--- src/hdl/mov_core_pkg.sv ---
`default_nettype none

package mov_core_pkg;

	localparam int XLEN = 32;
	localparam int IMM_W = 16;
	localparam int REG_W = 4;
	localparam int TAG_W = 3;
	localparam int ROB_DEPTH = 1 << TAG_W;  // One tag per reorder-buffer slot

	typedef enum logic [0:0] {
		MOV_REG = 1'b0,
		MOV_IMM = 1'b1
	} mov_op_e;

	// Result broadcast from the station to every waiting consumer
	typedef struct packed {
		logic valid;
		logic [TAG_W-1:0] tag;
		logic [XLEN-1:0] data;
	} cdb_t;

	typedef struct packed {
		logic valid;  // Set when data holds the value, clear while waiting on tag
		logic [TAG_W-1:0] tag;
		logic [XLEN-1:0] data;
	} operand_t;

endpackage

`default_nettype wire

--- src/hdl/alloc_if.sv ---
`timescale 1ns/1ps
`default_nettype none

interface alloc_if;
	import mov_core_pkg::*;

	logic valid;
	logic ready;
	logic [TAG_W-1:0] tag;  // Next free slot, valid whenever ready is high
	logic [REG_W-1:0] rd;

	modport req (
		output valid,
		output rd,
		input ready,
		input tag
	);

	modport rob (
		input valid,
		input rd,
		output ready,
		output tag
	);
endinterface

`default_nettype wire

--- src/hdl/issue_if.sv ---
`timescale 1ns/1ps
`default_nettype none

interface issue_if;
	import mov_core_pkg::*;

	logic valid;
	logic ready;
	mov_op_e op;
	logic [TAG_W-1:0] tag;  // Reorder-buffer slot of the instruction
	operand_t operand;

	modport dec (
		output valid,
		output op,
		output tag,
		output operand,
		input ready
	);

	modport rs (
		input valid,
		input op,
		input tag,
		input operand,
		output ready
	);
endinterface

`default_nettype wire

--- src/hdl/gpr_rename_file.sv ---
`timescale 1ns/1ps
`default_nettype none

module gpr_rename_file (
	input logic clk,
	input logic reset,
	input logic [mov_core_pkg::REG_W-1:0] rs_index,
	output mov_core_pkg::operand_t rs_read,
	input logic rename_valid,
	input logic [mov_core_pkg::REG_W-1:0] rename_rd,
	input logic [mov_core_pkg::TAG_W-1:0] rename_tag,
	input mov_core_pkg::cdb_t cdb
);
	import mov_core_pkg::*;

	localparam int NREG = 1 << REG_W;

	logic [XLEN-1:0] value [NREG];
	logic [NREG-1:0] busy;
	logic [TAG_W-1:0] tag [NREG];
	logic cdb_hit;

	assign cdb_hit = cdb.valid && cdb.tag == tag[rs_index];

	always_comb begin
		if (!busy[rs_index]) begin
			rs_read.valid = 1'b1;
			rs_read.tag = '0;
			rs_read.data = value[rs_index];
		end else if (cdb_hit) begin
			rs_read.valid = 1'b1;  // Producer is broadcasting this very cycle
			rs_read.tag = tag[rs_index];
			rs_read.data = cdb.data;
		end else begin
			rs_read.valid = 1'b0;
			rs_read.tag = tag[rs_index];
			rs_read.data = '0;
		end
	end

	always_ff @(posedge clk) begin
		if (reset) begin
			busy <= '0;
			for (int i = 0; i < NREG; i++) begin
				value[i] <= '0;
			end
		end else begin
			for (int i = 0; i < NREG; i++) begin
				if (rename_valid && rename_rd == REG_W'(i)) begin
					busy[i] <= 1'b1;  // A new producer takes over the register
					tag[i] <= rename_tag;
				end else if (cdb.valid && busy[i] && tag[i] == cdb.tag) begin
					busy[i] <= 1'b0;
					value[i] <= cdb.data;
				end
			end
		end
	end

endmodule

`default_nettype wire

--- src/hdl/mov_core.sv ---
`timescale 1ns/1ps
`default_nettype none

module mov_core #(
	parameter int RS_DEPTH = 2
) (
	input logic clk,
	input logic reset,
	input logic inst_valid,
	output logic inst_ready,
	input mov_core_pkg::mov_op_e inst_op,
	input logic [mov_core_pkg::REG_W-1:0] inst_rd,
	input logic [mov_core_pkg::REG_W-1:0] inst_rs,
	input logic [mov_core_pkg::IMM_W-1:0] inst_imm,
	output logic retire_valid,
	output logic [mov_core_pkg::REG_W-1:0] retire_rd,
	output logic [mov_core_pkg::XLEN-1:0] retire_data
);
	import mov_core_pkg::*;

	issue_if issue_bus ();
	alloc_if alloc_bus ();

	cdb_t cdb;
	operand_t rs_read;
	logic [REG_W-1:0] rs_index;
	logic rename_valid;
	logic [REG_W-1:0] rename_rd;

	mov_decode decode_i (
		.clk(clk),
		.reset(reset),
		.inst_valid(inst_valid),
		.inst_ready(inst_ready),
		.inst_op(inst_op),
		.inst_rd(inst_rd),
		.inst_rs(inst_rs),
		.inst_imm(inst_imm),
		.rs_read(rs_read),
		.rs_index(rs_index),
		.rename_valid(rename_valid),
		.rename_rd(rename_rd),
		.alloc(alloc_bus.req),
		.issue(issue_bus.dec)
	);

	gpr_rename_file gpr_i (
		.clk(clk),
		.reset(reset),
		.rs_index(rs_index),
		.rs_read(rs_read),
		.rename_valid(rename_valid),
		.rename_rd(rename_rd),
		.rename_tag(alloc_bus.tag),
		.cdb(cdb)
	);

	mov_station #(.RS_DEPTH(RS_DEPTH)) station_i (
		.clk(clk),
		.reset(reset),
		.issue(issue_bus.rs),
		.cdb(cdb)
	);

	mov_rob rob_i (
		.clk(clk),
		.reset(reset),
		.alloc(alloc_bus.rob),
		.cdb(cdb),
		.retire_valid(retire_valid),
		.retire_rd(retire_rd),
		.retire_data(retire_data)
	);

endmodule

`default_nettype wire

--- src/hdl/mov_decode.sv ---
`timescale 1ns/1ps
`default_nettype none

module mov_decode (
	input logic clk,
	input logic reset,
	input logic inst_valid,
	output logic inst_ready,
	input mov_core_pkg::mov_op_e inst_op,
	input logic [mov_core_pkg::REG_W-1:0] inst_rd,
	input logic [mov_core_pkg::REG_W-1:0] inst_rs,
	input logic [mov_core_pkg::IMM_W-1:0] inst_imm,
	input mov_core_pkg::operand_t rs_read,
	output logic [mov_core_pkg::REG_W-1:0] rs_index,
	output logic rename_valid,
	output logic [mov_core_pkg::REG_W-1:0] rename_rd,
	alloc_if.req alloc,
	issue_if.dec issue
);
	import mov_core_pkg::*;

	logic active;
	logic accept;
	operand_t imm_operand;

	// Holds the input closed for the first cycle out of reset
	always_ff @(posedge clk) begin
		if (reset) begin
			active <= 1'b0;
		end else begin
			active <= 1'b1;
		end
	end

	assign inst_ready = active && alloc.ready && issue.ready;
	assign accept = inst_valid && inst_ready;

	assign imm_operand.valid = 1'b1;
	assign imm_operand.tag = '0;
	assign imm_operand.data = {{(XLEN-IMM_W){inst_imm[IMM_W-1]}}, inst_imm};

	assign rs_index = inst_rs;

	assign alloc.valid = accept;
	assign alloc.rd = inst_rd;

	assign issue.valid = accept;
	assign issue.op = inst_op;
	assign issue.tag = alloc.tag;
	assign issue.operand = (inst_op == MOV_IMM) ? imm_operand : rs_read;

	assign rename_valid = accept;  // Destination now waits on the new tag
	assign rename_rd = inst_rd;

endmodule

`default_nettype wire

--- src/hdl/mov_rob.sv ---
`timescale 1ns/1ps
`default_nettype none

module mov_rob (
	input logic clk,
	input logic reset,
	alloc_if.rob alloc,
	input mov_core_pkg::cdb_t cdb,
	output logic retire_valid,
	output logic [mov_core_pkg::REG_W-1:0] retire_rd,
	output logic [mov_core_pkg::XLEN-1:0] retire_data
);
	import mov_core_pkg::*;

	logic [ROB_DEPTH-1:0] slot_valid;
	logic [ROB_DEPTH-1:0] slot_done;
	logic [REG_W-1:0] slot_rd [ROB_DEPTH];
	logic [XLEN-1:0] slot_data [ROB_DEPTH];
	logic [TAG_W-1:0] head;
	logic [TAG_W-1:0] tail;
	logic [TAG_W:0] count;
	logic alloc_fire;
	logic head_hit;
	logic retire_fire;

	assign alloc.ready = count != (TAG_W+1)'(ROB_DEPTH);
	assign alloc.tag = tail;
	assign alloc_fire = alloc.valid && alloc.ready;

	// The head may retire in the same cycle its result is broadcast
	assign head_hit = cdb.valid && cdb.tag == head;
	assign retire_fire = slot_valid[head] && (slot_done[head] || head_hit);

	always_ff @(posedge clk) begin
		if (reset) begin
			slot_valid <= '0;
			slot_done <= '0;
			head <= '0;
			tail <= '0;
			count <= '0;
			retire_valid <= 1'b0;
		end else begin
			if (cdb.valid) begin
				slot_done[cdb.tag] <= 1'b1;
			end
			if (alloc_fire) begin
				slot_valid[tail] <= 1'b1;
				slot_done[tail] <= 1'b0;
				tail <= tail + 1'b1;
			end
			if (retire_fire) begin
				slot_valid[head] <= 1'b0;  // Slot becomes free for a new tag
				slot_done[head] <= 1'b0;
				head <= head + 1'b1;
			end
			count <= count + (TAG_W+1)'(alloc_fire) - (TAG_W+1)'(retire_fire);
			retire_valid <= retire_fire;
		end
	end

	always_ff @(posedge clk) begin
		if (cdb.valid) begin
			slot_data[cdb.tag] <= cdb.data;
		end
		if (alloc_fire) begin
			slot_rd[tail] <= alloc.rd;
		end
		if (retire_fire) begin
			retire_rd <= slot_rd[head];
			retire_data <= slot_done[head] ? slot_data[head] : cdb.data;
		end
	end

endmodule

`default_nettype wire

--- src/hdl/mov_station.sv ---
`timescale 1ns/1ps
`default_nettype none

module mov_station #(
	parameter int RS_DEPTH = 2
) (
	input logic clk,
	input logic reset,
	issue_if.rs issue,
	output mov_core_pkg::cdb_t cdb
);
	import mov_core_pkg::*;

	localparam int SEL_W = $clog2(RS_DEPTH);

	typedef struct packed {
		logic valid;
		logic [TAG_W-1:0] tag;
		operand_t opd;
	} rs_entry_t;

	rs_entry_t e [RS_DEPTH];  // Packed from index 0, oldest first
	rs_entry_t e_upd [RS_DEPTH+1];
	rs_entry_t shifted [RS_DEPTH];
	rs_entry_t e_next [RS_DEPTH];
	rs_entry_t e_new;
	logic [RS_DEPTH-1:0] dispatchable;
	logic [SEL_W-1:0] sel_idx;
	logic take_entry;
	logic take_new;
	logic accept;
	logic store_new;

	assign e_new.valid = issue.valid;
	assign e_new.tag = issue.tag;
	assign e_new.opd.valid = issue.op == MOV_IMM || issue.operand.valid;
	assign e_new.opd.tag = issue.operand.tag;
	assign e_new.opd.data = issue.operand.data;

	for (genvar i = 0; i < RS_DEPTH; i++) begin : g_snoop
		logic hit;

		assign hit = cdb.valid && cdb.tag == e[i].opd.tag;
		assign e_upd[i].valid = e[i].valid;
		assign e_upd[i].tag = e[i].tag;
		assign e_upd[i].opd.valid = e[i].opd.valid || hit;
		assign e_upd[i].opd.tag = e[i].opd.tag;
		assign e_upd[i].opd.data = e[i].opd.valid ? e[i].opd.data : cdb.data;
		assign dispatchable[i] = e_upd[i].valid && e_upd[i].opd.valid;
	end
	assign e_upd[RS_DEPTH] = '0;  // Empty slot shifted into the top on dispatch

	always_comb begin
		sel_idx = '0;
		for (int i = RS_DEPTH - 1; i >= 0; i--) begin
			if (dispatchable[i]) begin
				sel_idx = SEL_W'(i);
			end
		end
	end

	assign take_entry = |dispatchable;
	assign issue.ready = !e[RS_DEPTH-1].valid || take_entry;
	assign accept = issue.valid && issue.ready;
	assign take_new = !take_entry && accept && e_new.opd.valid;  // Bypass straight to the CDB
	assign store_new = accept && !take_new;

	always_comb begin
		logic prev_valid;

		prev_valid = 1'b1;
		for (int i = 0; i < RS_DEPTH; i++) begin
			shifted[i] = (take_entry && i >= int'(sel_idx)) ? e_upd[i+1] : e_upd[i];
			e_next[i] = shifted[i];
			// New entry lands in the first free slot after the shift
			if (store_new && prev_valid && !shifted[i].valid) begin
				e_next[i] = e_new;
			end
			prev_valid = shifted[i].valid;
		end
	end

	always_ff @(posedge clk) begin
		if (reset) begin
			for (int i = 0; i < RS_DEPTH; i++) begin
				e[i] <= '0;
			end
			cdb.valid <= 1'b0;
		end else begin
			e <= e_next;
			cdb.valid <= take_entry || take_new;
		end
		cdb.tag <= take_entry ? e_upd[sel_idx].tag : e_new.tag;
		cdb.data <= take_entry ? e_upd[sel_idx].opd.data : e_new.opd.data;
	end

endmodule

`default_nettype wire

--- config.mk ---
export PLATFORM = sky130hd
export DESIGN_NAME = mov_core
export DESIGN_NICKNAME = d
export VERILOG_FILES = /design/src/hdl/mov_core_pkg.sv /design/src/hdl/alloc_if.sv /design/src/hdl/issue_if.sv /design/src/hdl/gpr_rename_file.sv /design/src/hdl/mov_core.sv /design/src/hdl/mov_decode.sv /design/src/hdl/mov_rob.sv /design/src/hdl/mov_station.sv
export SDC_FILE = /design/constraint.sdc
export NUM_CORES = 1
export LEC_CHECK = 0
export BUFFER_PORTS_ARGS = -buffer_cell sky130_fd_sc_hd__buf_2
export CAP_MARGIN = 5
export CORE_UTILIZATION = 38
export CTS_CLUSTER_DIAMETER = 60
export CTS_CLUSTER_SIZE = 14
export DETAILED_ROUTE_END_ITERATION = 6
export PLACE_DENSITY_LB_ADDON = 0.2
export SYNTH_ARGS = -nofsm -noshare
export SYNTH_HDL_FRONTEND = slang
export SYNTH_SLANG_ARGS = --single-unit
--- constraint.sdc ---
create_clock -name clk -period 9.3 [get_ports clk]
set_clock_uncertainty 0.1 [all_clocks]
set_input_delay 1.86 -clock clk [delete_from_list [all_inputs] [get_ports clk]]
set_output_delay 1.86 -clock clk [all_outputs]
set_load 0.02 [all_outputs]
After elaboration in Yosys (flattened, before gate mapping)
Memory sizes are Yosys's and may differ from the RTL's. A register that Yosys moved wholly into a read port is not among the register bits.
Index checks and enable logic that the tools add are counted.
{"block": "totals", "ff_bits": 192, "ram_bits": 848, "input_bits": 28, "output_inout_bits": 38, "elab_cells": 481, "memories": 4}
{"name": "gpr_i.value", "depth": 16, "word_bits": 32, "read_ports": 1, "rd_ports_with_merged_regs": 0, "wr": 16, "line_no": "gpr_rename_file.sv:18", "source": "logic [XLEN-1:0] value [NREG];"}
{"name": "rob_i.slot_data", "depth": 8, "word_bits": 32, "read_ports": 1, "rd_ports_with_merged_regs": 1, "wr": 1, "line_no": "mov_rob.sv:18", "source": "logic [XLEN-1:0] slot_data [ROB_DEPTH];"}
{"name": "gpr_i.tag", "depth": 16, "word_bits": 3, "read_ports": 17, "rd_ports_with_merged_regs": 0, "wr": 1, "line_no": "gpr_rename_file.sv:20", "source": "logic [TAG_W-1:0] tag [NREG];"}
{"name": "rob_i.slot_rd", "depth": 8, "word_bits": 4, "read_ports": 1, "rd_ports_with_merged_regs": 1, "wr": 1, "line_no": "mov_rob.sv:17", "source": "logic [REG_W-1:0] slot_rd [ROB_DEPTH];"}
{"block": "classes", "addsub": 4, "order_cmp": 9, "eq_ne": 36, "mux": 251, "bitwise_logic": 24, "reduce_logical": 116}
{"op": "2-to-1 mux 32 bit", "n": 20}
{"op": "2-to-1 mux 1 bit", "n": 174}
{"op": "2-to-1 mux 40 bit", "n": 4}
{"op": "2-to-1 mux 36 bit", "n": 3}
{"op": "binary-select mux 40 bit (select 2 bit)", "n": 1}
{"op": "2-to-1 mux 39 bit", "n": 2}
{"op": "logical AND 1 bit", "n": 70}
{"op": "2-to-1 mux 8 bit", "n": 8}
{"op": "equality test 3 bit", "n": 20}
{"op": "2-to-1 mux 4 bit", "n": 15}
{"op": "2-to-1 mux 3 bit", "n": 18}
{"op": "OR reduction 3 bit", "n": 15}
{"op": "nonzero test 2 bit", "n": 18}
{"op": "equality test 4 bit, second input constant", "n": 8}
{"op": "AND 8 bit", "n": 3}
{"op": "equality test 4 x 3 -> 1 bit, second input constant", "n": 4}
{"op": "inverter 8 bit", "n": 2}
{"op": "bitwise OR 1 bit", "n": 16}
{"op": "bitwise OR 8 bit", "n": 2}
{"op": "less-than comparator 3 x 4 -> 1 bit, second input constant", "n": 3}
{"op": "demux 1 bit (select 3 bit)", "n": 3}
{"op": "greater-or-equal comparator 3 x 1 -> 1 bit, second input constant", "n": 3}
{"op": "equality test 4 x 2 -> 1 bit, second input constant", "n": 2}
{"op": "adder 3 x 1 -> 3 bit, second input constant", "n": 2}
{"op": "other kinds (14)", "n": 24}

Depth between registers and ports, before layout
{"block": "logic_depth", "ltp_word": 28, "ltp_mapped": 14}

Cells and area by module
Synthesis repeated with hierarchy kept, for this count alone.
{"block": "hier_totals", "hier_cells": 3109, "hier_area_um2": 45864.0}
{"mod": "gpr_rename_file", "n_inst": 1, "cells_per_inst": 1638, "area_each_um2": 25366.8}
{"mod": "mov_rob", "n_inst": 1, "cells_per_inst": 729, "area_each_um2": 13710.6}
{"mod": "mov_station", "n_inst": 1, "cells_per_inst": 679, "area_each_um2": 6060.8}
{"mod": "mov_decode", "n_inst": 1, "cells_per_inst": 63, "area_each_um2": 725.7}

Worst setup path after synthesis
Ideal clock, no wire load.
{"block": "synth_timing", "kind": "reg2reg", "start": "register rob_i.head[1]", "end": "register rob_i.count[2]", "setup_time_ns": 0.128, "arrival_time_ns": 4.596, "setup_slack_ns": 4.476, "path_stages_with_launch": 14, "n_path_buf": 1, "synth_period_minus_slack_ns": 4.824, "path_cell_list": "dfxtp_1 > clkbuf_1 > nor2b_1 > a221oi_1 > o221ai_1 > o21ai_0 > a21oi_1 > ha_1 > inv_1 > ha_1 > inv_1 > fa_1 > xor2_1 > nor2_1"}
{"block": "synth_between", "elab_chain_len": 5, "elab_cells_between_ends": 9, "cone_classes": "add/sub: 1; eq/ne: 1; mux: 4; reduce/logical: 3"}
{"element": "start: declaration", "line_no": "mov_rob.sv:19", "source": "logic [TAG_W-1:0] head;"}
{"element": "start signal: assignment", "line_no": "mov_rob.sv:54", "source": "head <= head + 1'b1;"}
{"element": "binary-select mux 1 bit (select 3 bit) or equality test 3 bit (tied branches)", "line_no": "mov_rob.sv:32, mov_rob.sv:31"}
{"element": "2-to-1 mux 1 bit (not written as such) or logical AND 1 bit (tied branches)", "line_no": "mov_rob.sv:32, mov_rob.sv:31"}
{"element": "logical OR 1 bit", "line_no": "mov_rob.sv:32", "source": "assign retire_fire = slot_valid[head] && (slot_done[head] || head_hit);"}
{"element": "logical AND 1 bit (*)", "line_no": "mov_rob.sv:32"}
{"element": "net rob_i.retire_fire", "line_no": "mov_rob.sv:24", "source": "logic retire_fire;"}
{"element": "subtractor 4 x 1 -> 4 bit (*)", "line_no": "mov_rob.sv:56", "source": "count <= count + (TAG_W+1)'(alloc_fire) - (TAG_W+1)'(retire_fire);"}
{"element": "end signal: assignment", "line_no": "mov_rob.sv:56"}
{"element": "end: declaration", "line_no": "mov_rob.sv:21", "source": "logic [TAG_W:0] count;"}
The timed path passes the listed nets; every way through them passes the cells marked *. The select of a mux whose other input is x is not followed.
A chain may end at the register's enable or synchronous reset.

Final worst setup path
{"block": "layout_timing", "start": "input inst_rs[1] (netlist bit)", "end": "register station_i.e[28] (netlist bit)"}
{"block": "layout_between", "elab_chain_len": 13, "elab_cells_between_ends": 16, "cone_classes": "eq/ne: 1; mux: 6; reduce/logical: 7; memory: 2"}
{"element": "start: declaration", "line_no": "mov_core.sv:13", "source": "input logic [mov_core_pkg::REG_W-1:0] inst_rs,"}
{"element": "memory read (16 x 3 bit)"}
{"element": "equality test 3 bit", "line_no": "gpr_rename_file.sv:23", "source": "assign cdb_hit = cdb.valid && cdb.tag == tag[rs_index];"}
{"element": "logical AND 1 bit", "line_no": "gpr_rename_file.sv:23"}
{"element": "2-to-1 mux 36 bit", "line_no": "gpr_rename_file.sv:30", "source": "end else if (cdb_hit) begin"}
{"element": "2-to-1 mux 36 bit (*)", "line_no": "gpr_rename_file.sv:26", "source": "if (!busy[rs_index]) begin"}
{"element": "2-to-1 mux 36 bit (*)", "line_no": "mov_decode.sv:50", "source": "assign issue.operand = (inst_op == MOV_IMM) ? imm_operand : rs_read;"}
{"element": "logical OR 1 bit", "line_no": "mov_station.sv:36", "source": "assign e_new.opd.valid = issue.op == MOV_IMM || issue.operand.valid;"}
{"element": "logical AND 1 bit", "line_no": "mov_station.sv:65", "source": "assign take_new = !take_entry && accept && e_new.opd.valid;"}
{"element": "logical NOT 1 bit", "line_no": "mov_station.sv:66", "source": "assign store_new = accept && !take_new;"}
{"element": "logical AND 1 bit", "line_no": "mov_station.sv:66"}
{"element": "logical AND 1 bit (2 in a row)", "line_no": "mov_station.sv:76", "source": "if (store_new && prev_valid && !shifted[i].valid) begin"}
{"element": "2-to-1 mux 40 bit (*)", "line_no": "mov_station.sv:76"}
{"element": "end signal: assignment", "line_no": "mov_station.sv:90", "source": "e <= e_next;"}
{"element": "end: declaration", "line_no": "mov_station.sv:22", "source": "rs_entry_t e [RS_DEPTH];"}
Every way passes the cells marked *; elsewhere a longest branch is shown, timed or not. The select of a mux whose other input is x is not followed.

==> impl_metrics.csv <==
group,metric,value,unit
sta,timing.slew.headroom,27.55,%
run_status,status,"complete, no violations",
cts,cts_tree,"built",
sta,maxSlewViolCount,0,
route,drt-total-wl,117.5,mm
cts,cts_sinks,1047,
yosys,syn_inst,2876,
cts,worstSkewPairLatency,0.70,ns
global_route,grt_pass1_vias,26780,
worst_setup_path,crit_required,9.74,ns
sta,finalHoldViolations,0,
sta,finalCritPeriodShare,62.45,%
job,cap_violations,0,
worst_setup_path,path_common_cell,"buf_4",
cts,h-tree-depth,3,
yosys,synth.most_common_cell,"edfxtp_1",
sta,setup_tns,0,ns
yosys,synthMuxAreaShare,14.82,%
power,power_density,210.4,nW/um^2
yosys,ys_seq_elements,1047,
sta,min_period,5.807,ns
yosys,ys_top_cells_by_area,"edfxtp_1 (60%), mux4_2 (12%), dfxtp_1 (7.3%)",
final_layout,drive_above_1_share,21.73,%
yosys,synth_top_area_cell,"edfxtp_1",
global_route,grt_pass1_wl,175.3,mm
place,hpwl,66.69,mm
power,total_power,10.49,mW
worst_setup_path,end_kind,"register",
final_layout,nFillCells,10260,
route,dr.pass1.iters,6,
final_layout,fin_nets,2919,
floorplan,die_h,344.2,microns
sta,fin_hold_ws,0.3625,ns
cts,postCtsHoldBufs,0,
worst_setup_path,cpPeakStageDelay,0.92,ns
cts,cts_max_path_buffers,3,
power,cellLeakagePower,16.58,nW
yosys,syn_area,44500,sq um
yosys,syn_nets,2912,
route,dr_total_vias,25660,
sta,setup_viol,0,
sta,grt_setup_unrepaired,"no",
worst_setup_path,critPathKind,"in2reg",
yosys,synth-simple-area-share,6.532,%
yosys,synth_xor_xnor_area_share,1.240,%
worst_setup_path,cp_max_fo,69,
yosys,synth_edf_count,884,
yosys,seq_area_frac_synth,66.99,%
yosys,synth_commonest_cells,"edfxtp_1 (884), nor2_1 (422), mux4_2 (235)",
sta,setup_ws,3.493,ns
place,numPortBuffers,65,
yosys,synth_flop_cell,"edfxtp_1",
route,drc_errors,0,
place,gp_congestion,0.7967,
route,drt_iter0_markers,2348,
yosys,yosys_warnings,0,
cts,cts_resized,0,
final_layout,area_growth_syn_to_layout,12.01,%
yosys,synth.avg_cell_area,15.47,sq um
global_route,overflow,0,
yosys,ys_types,66,
final_layout,multi_input_area,13700,sq um
cts,clockRootBuffer,"clkbuf_16",
yosys,async_flop_share,0,%
worst_hold_path,hp-class,"reg2reg",
final_layout,ff_latch_area,29820,sq um
yosys,synth_top_cell_area_share,59.65,%
floorplan,die_w,344.2,microns
cts,post-cts-setup-buffers,0,
worst_setup_path,crit_family,"compound AO/OA/AOI/OAI gates",
route,drtAntennaViolNets,0,
yosys,synth_compound_area_share,7.330,%
sta,worst_slew_pin_slew,1.084,ns
floorplan,io_pins,66,
floorplan,core_area,116200,sq um
floorplan,start_util,38.29,%
floorplan,rows,125,
power,vdd_drop_max,135.6,uV
global_route,grt_max_degree,70,
worst_setup_path,crit_buf_inv,3,
place,dp_slack,2.778,ns
cts,clk_pin_slew,0.06,ns
route,vias_per_cell,5.715,
route,wl_per_cell,26.18,microns
floorplan,dieArea,118500,sq um
yosys,yosys.area_share.adder,0.2418,%
worst_setup_path,critPathLaunchType,"input pin",
sta,fmax,172.2,MHz
worst_setup_path,path_cells,"buf_6, buf_4, mux2_2, mux4_2, xnor2_1, a211o_2, o211a_4, buf_4, o21ai_2, o22ai_1",
global_route,groute.usage.overall,19.98,%
worst_setup_path,cpMaxStageDelayCell,"o21ai_2",
worst_setup_path,arrival,6.25,ns
global_route,antenna_found_initial,2,
yosys,synth_top_family_by_area,"multiplexers",
cts,numCtsBuffers,101,
-- final cells by class --
type / count / area share, %
Inverter: 59 / 0.4443
Clock buffer: 135 / 5.495
Antenna cell: 2 / 0.01004
Timing Repair Buffer: 137 / 1.770
Clock inverter: 49 / 1.147
Multi-Input combinational cell: 1537 / 27.49
Sequential cell: 1047 / 59.82
Tap cell: 1524 / 3.826
-- cells in the final DEF (no fill, tap or decap), types with 20 or more instances in the layout --
cell type	count
buf_4	72
a311oi_2	32
xnor2_1	28
nor2b_1	65
clkbuf_1	27
mux2i_1	93
buf_2	63
o22a_1	53
a31oi_1	20
xor2_1	35
o211ai_1	21
mux4_2	234
clkbuf_16	103
o32ai_1	42
inv_1	59
a211oi_1	24
dfxtp_1	158
o22ai_1	20
a21oi_1	54
edfxtp_1	884
mux2_2	31
nor2_1	412
nand2_1	94
o21ai_0	68
-- per-stage QoR --
step	area, sq um	util (%)	std cells
detailed placement	46530	40.04	4304
global placement	46530	40.04	4304
CTS	49840	42.89	4488
finish	49840	42.89	4490
floorplan	44500	-	2876
global route	49840	42.89	4488
-- worst min-delay path: stages, from the launching register on --
cell     delay [ns]
dfxtp_1        0.33
nand2_1        0.05
o21ai_0        0.06
-- sequential cells by signal, summed over array words and instances (netlist names), named ones only --
signal              count
station_i.cdb          36
rob_i.retire_rd         4
decode_i.active         1
rob_i.count             4
rob_i.slot_data       256
rob_i.retire_valid      1
gpr_i.busy             16
rob_i.retire_data      32
rob_i.slot_valid        8
rob_i.alloc.tag         3
gpr_i.value           512
rob_i.slot_done         8
gpr_i.tag              48
rob_i.head              3
rob_i.slot_rd          32
station_i.e            80
-- metal layers --
layer | track usage (%) | part of all wire, % | wire length, microns | vias to the layer above
li1 | - | - | - | 11150
met1 | 26.28 | 41 | 48710 | 13480
met2 | 34.61 | 51 | 59640 | 874
met3 | 2.800 | 5.8 | 6825 | 157
met4 | 5.337 | 2.0 | 2352 | 0
met5 | 0 | 0 | 0 | -
-- path summary, 6_finish.rpt --
check	start	to	slack (ns)	depth (start not counted)
setup / recovery	inst_rs[1]	station_i.e[28]	3.49	10
hold / removal	station_i.e[78]	station_i.cdb[34]	0.36	2
setup reg to reg	station_i.cdb[35]	gpr_i.value[5][22]	3.98	12
hold reg to reg	station_i.e[78]	station_i.cdb[34]	0.36	2
-- kinds of logic (layout without fill, tap and decap cells) --
| logic type | Yosys count | count (layout) |
|---|---|---|
| fa+ha+maj | 8 | 8 |
| compound gates | 432 | 432 |
| mux | 360 | 360 |
| buf+inv | 292 | 380 |
| flops | 1047 | 1047 |
| xor+xnor | 63 | 63 |
| other cells | 0 | 2 |
| simple gates | 674 | 674 |
-- power breakdown --
part	switching, mW	internal [mW]
clock	1.86	2.26
combinational	0.540	0.342
sequential	0.153	5.33
total	2.56	7.93
Power figures use the tool's default switching activity.
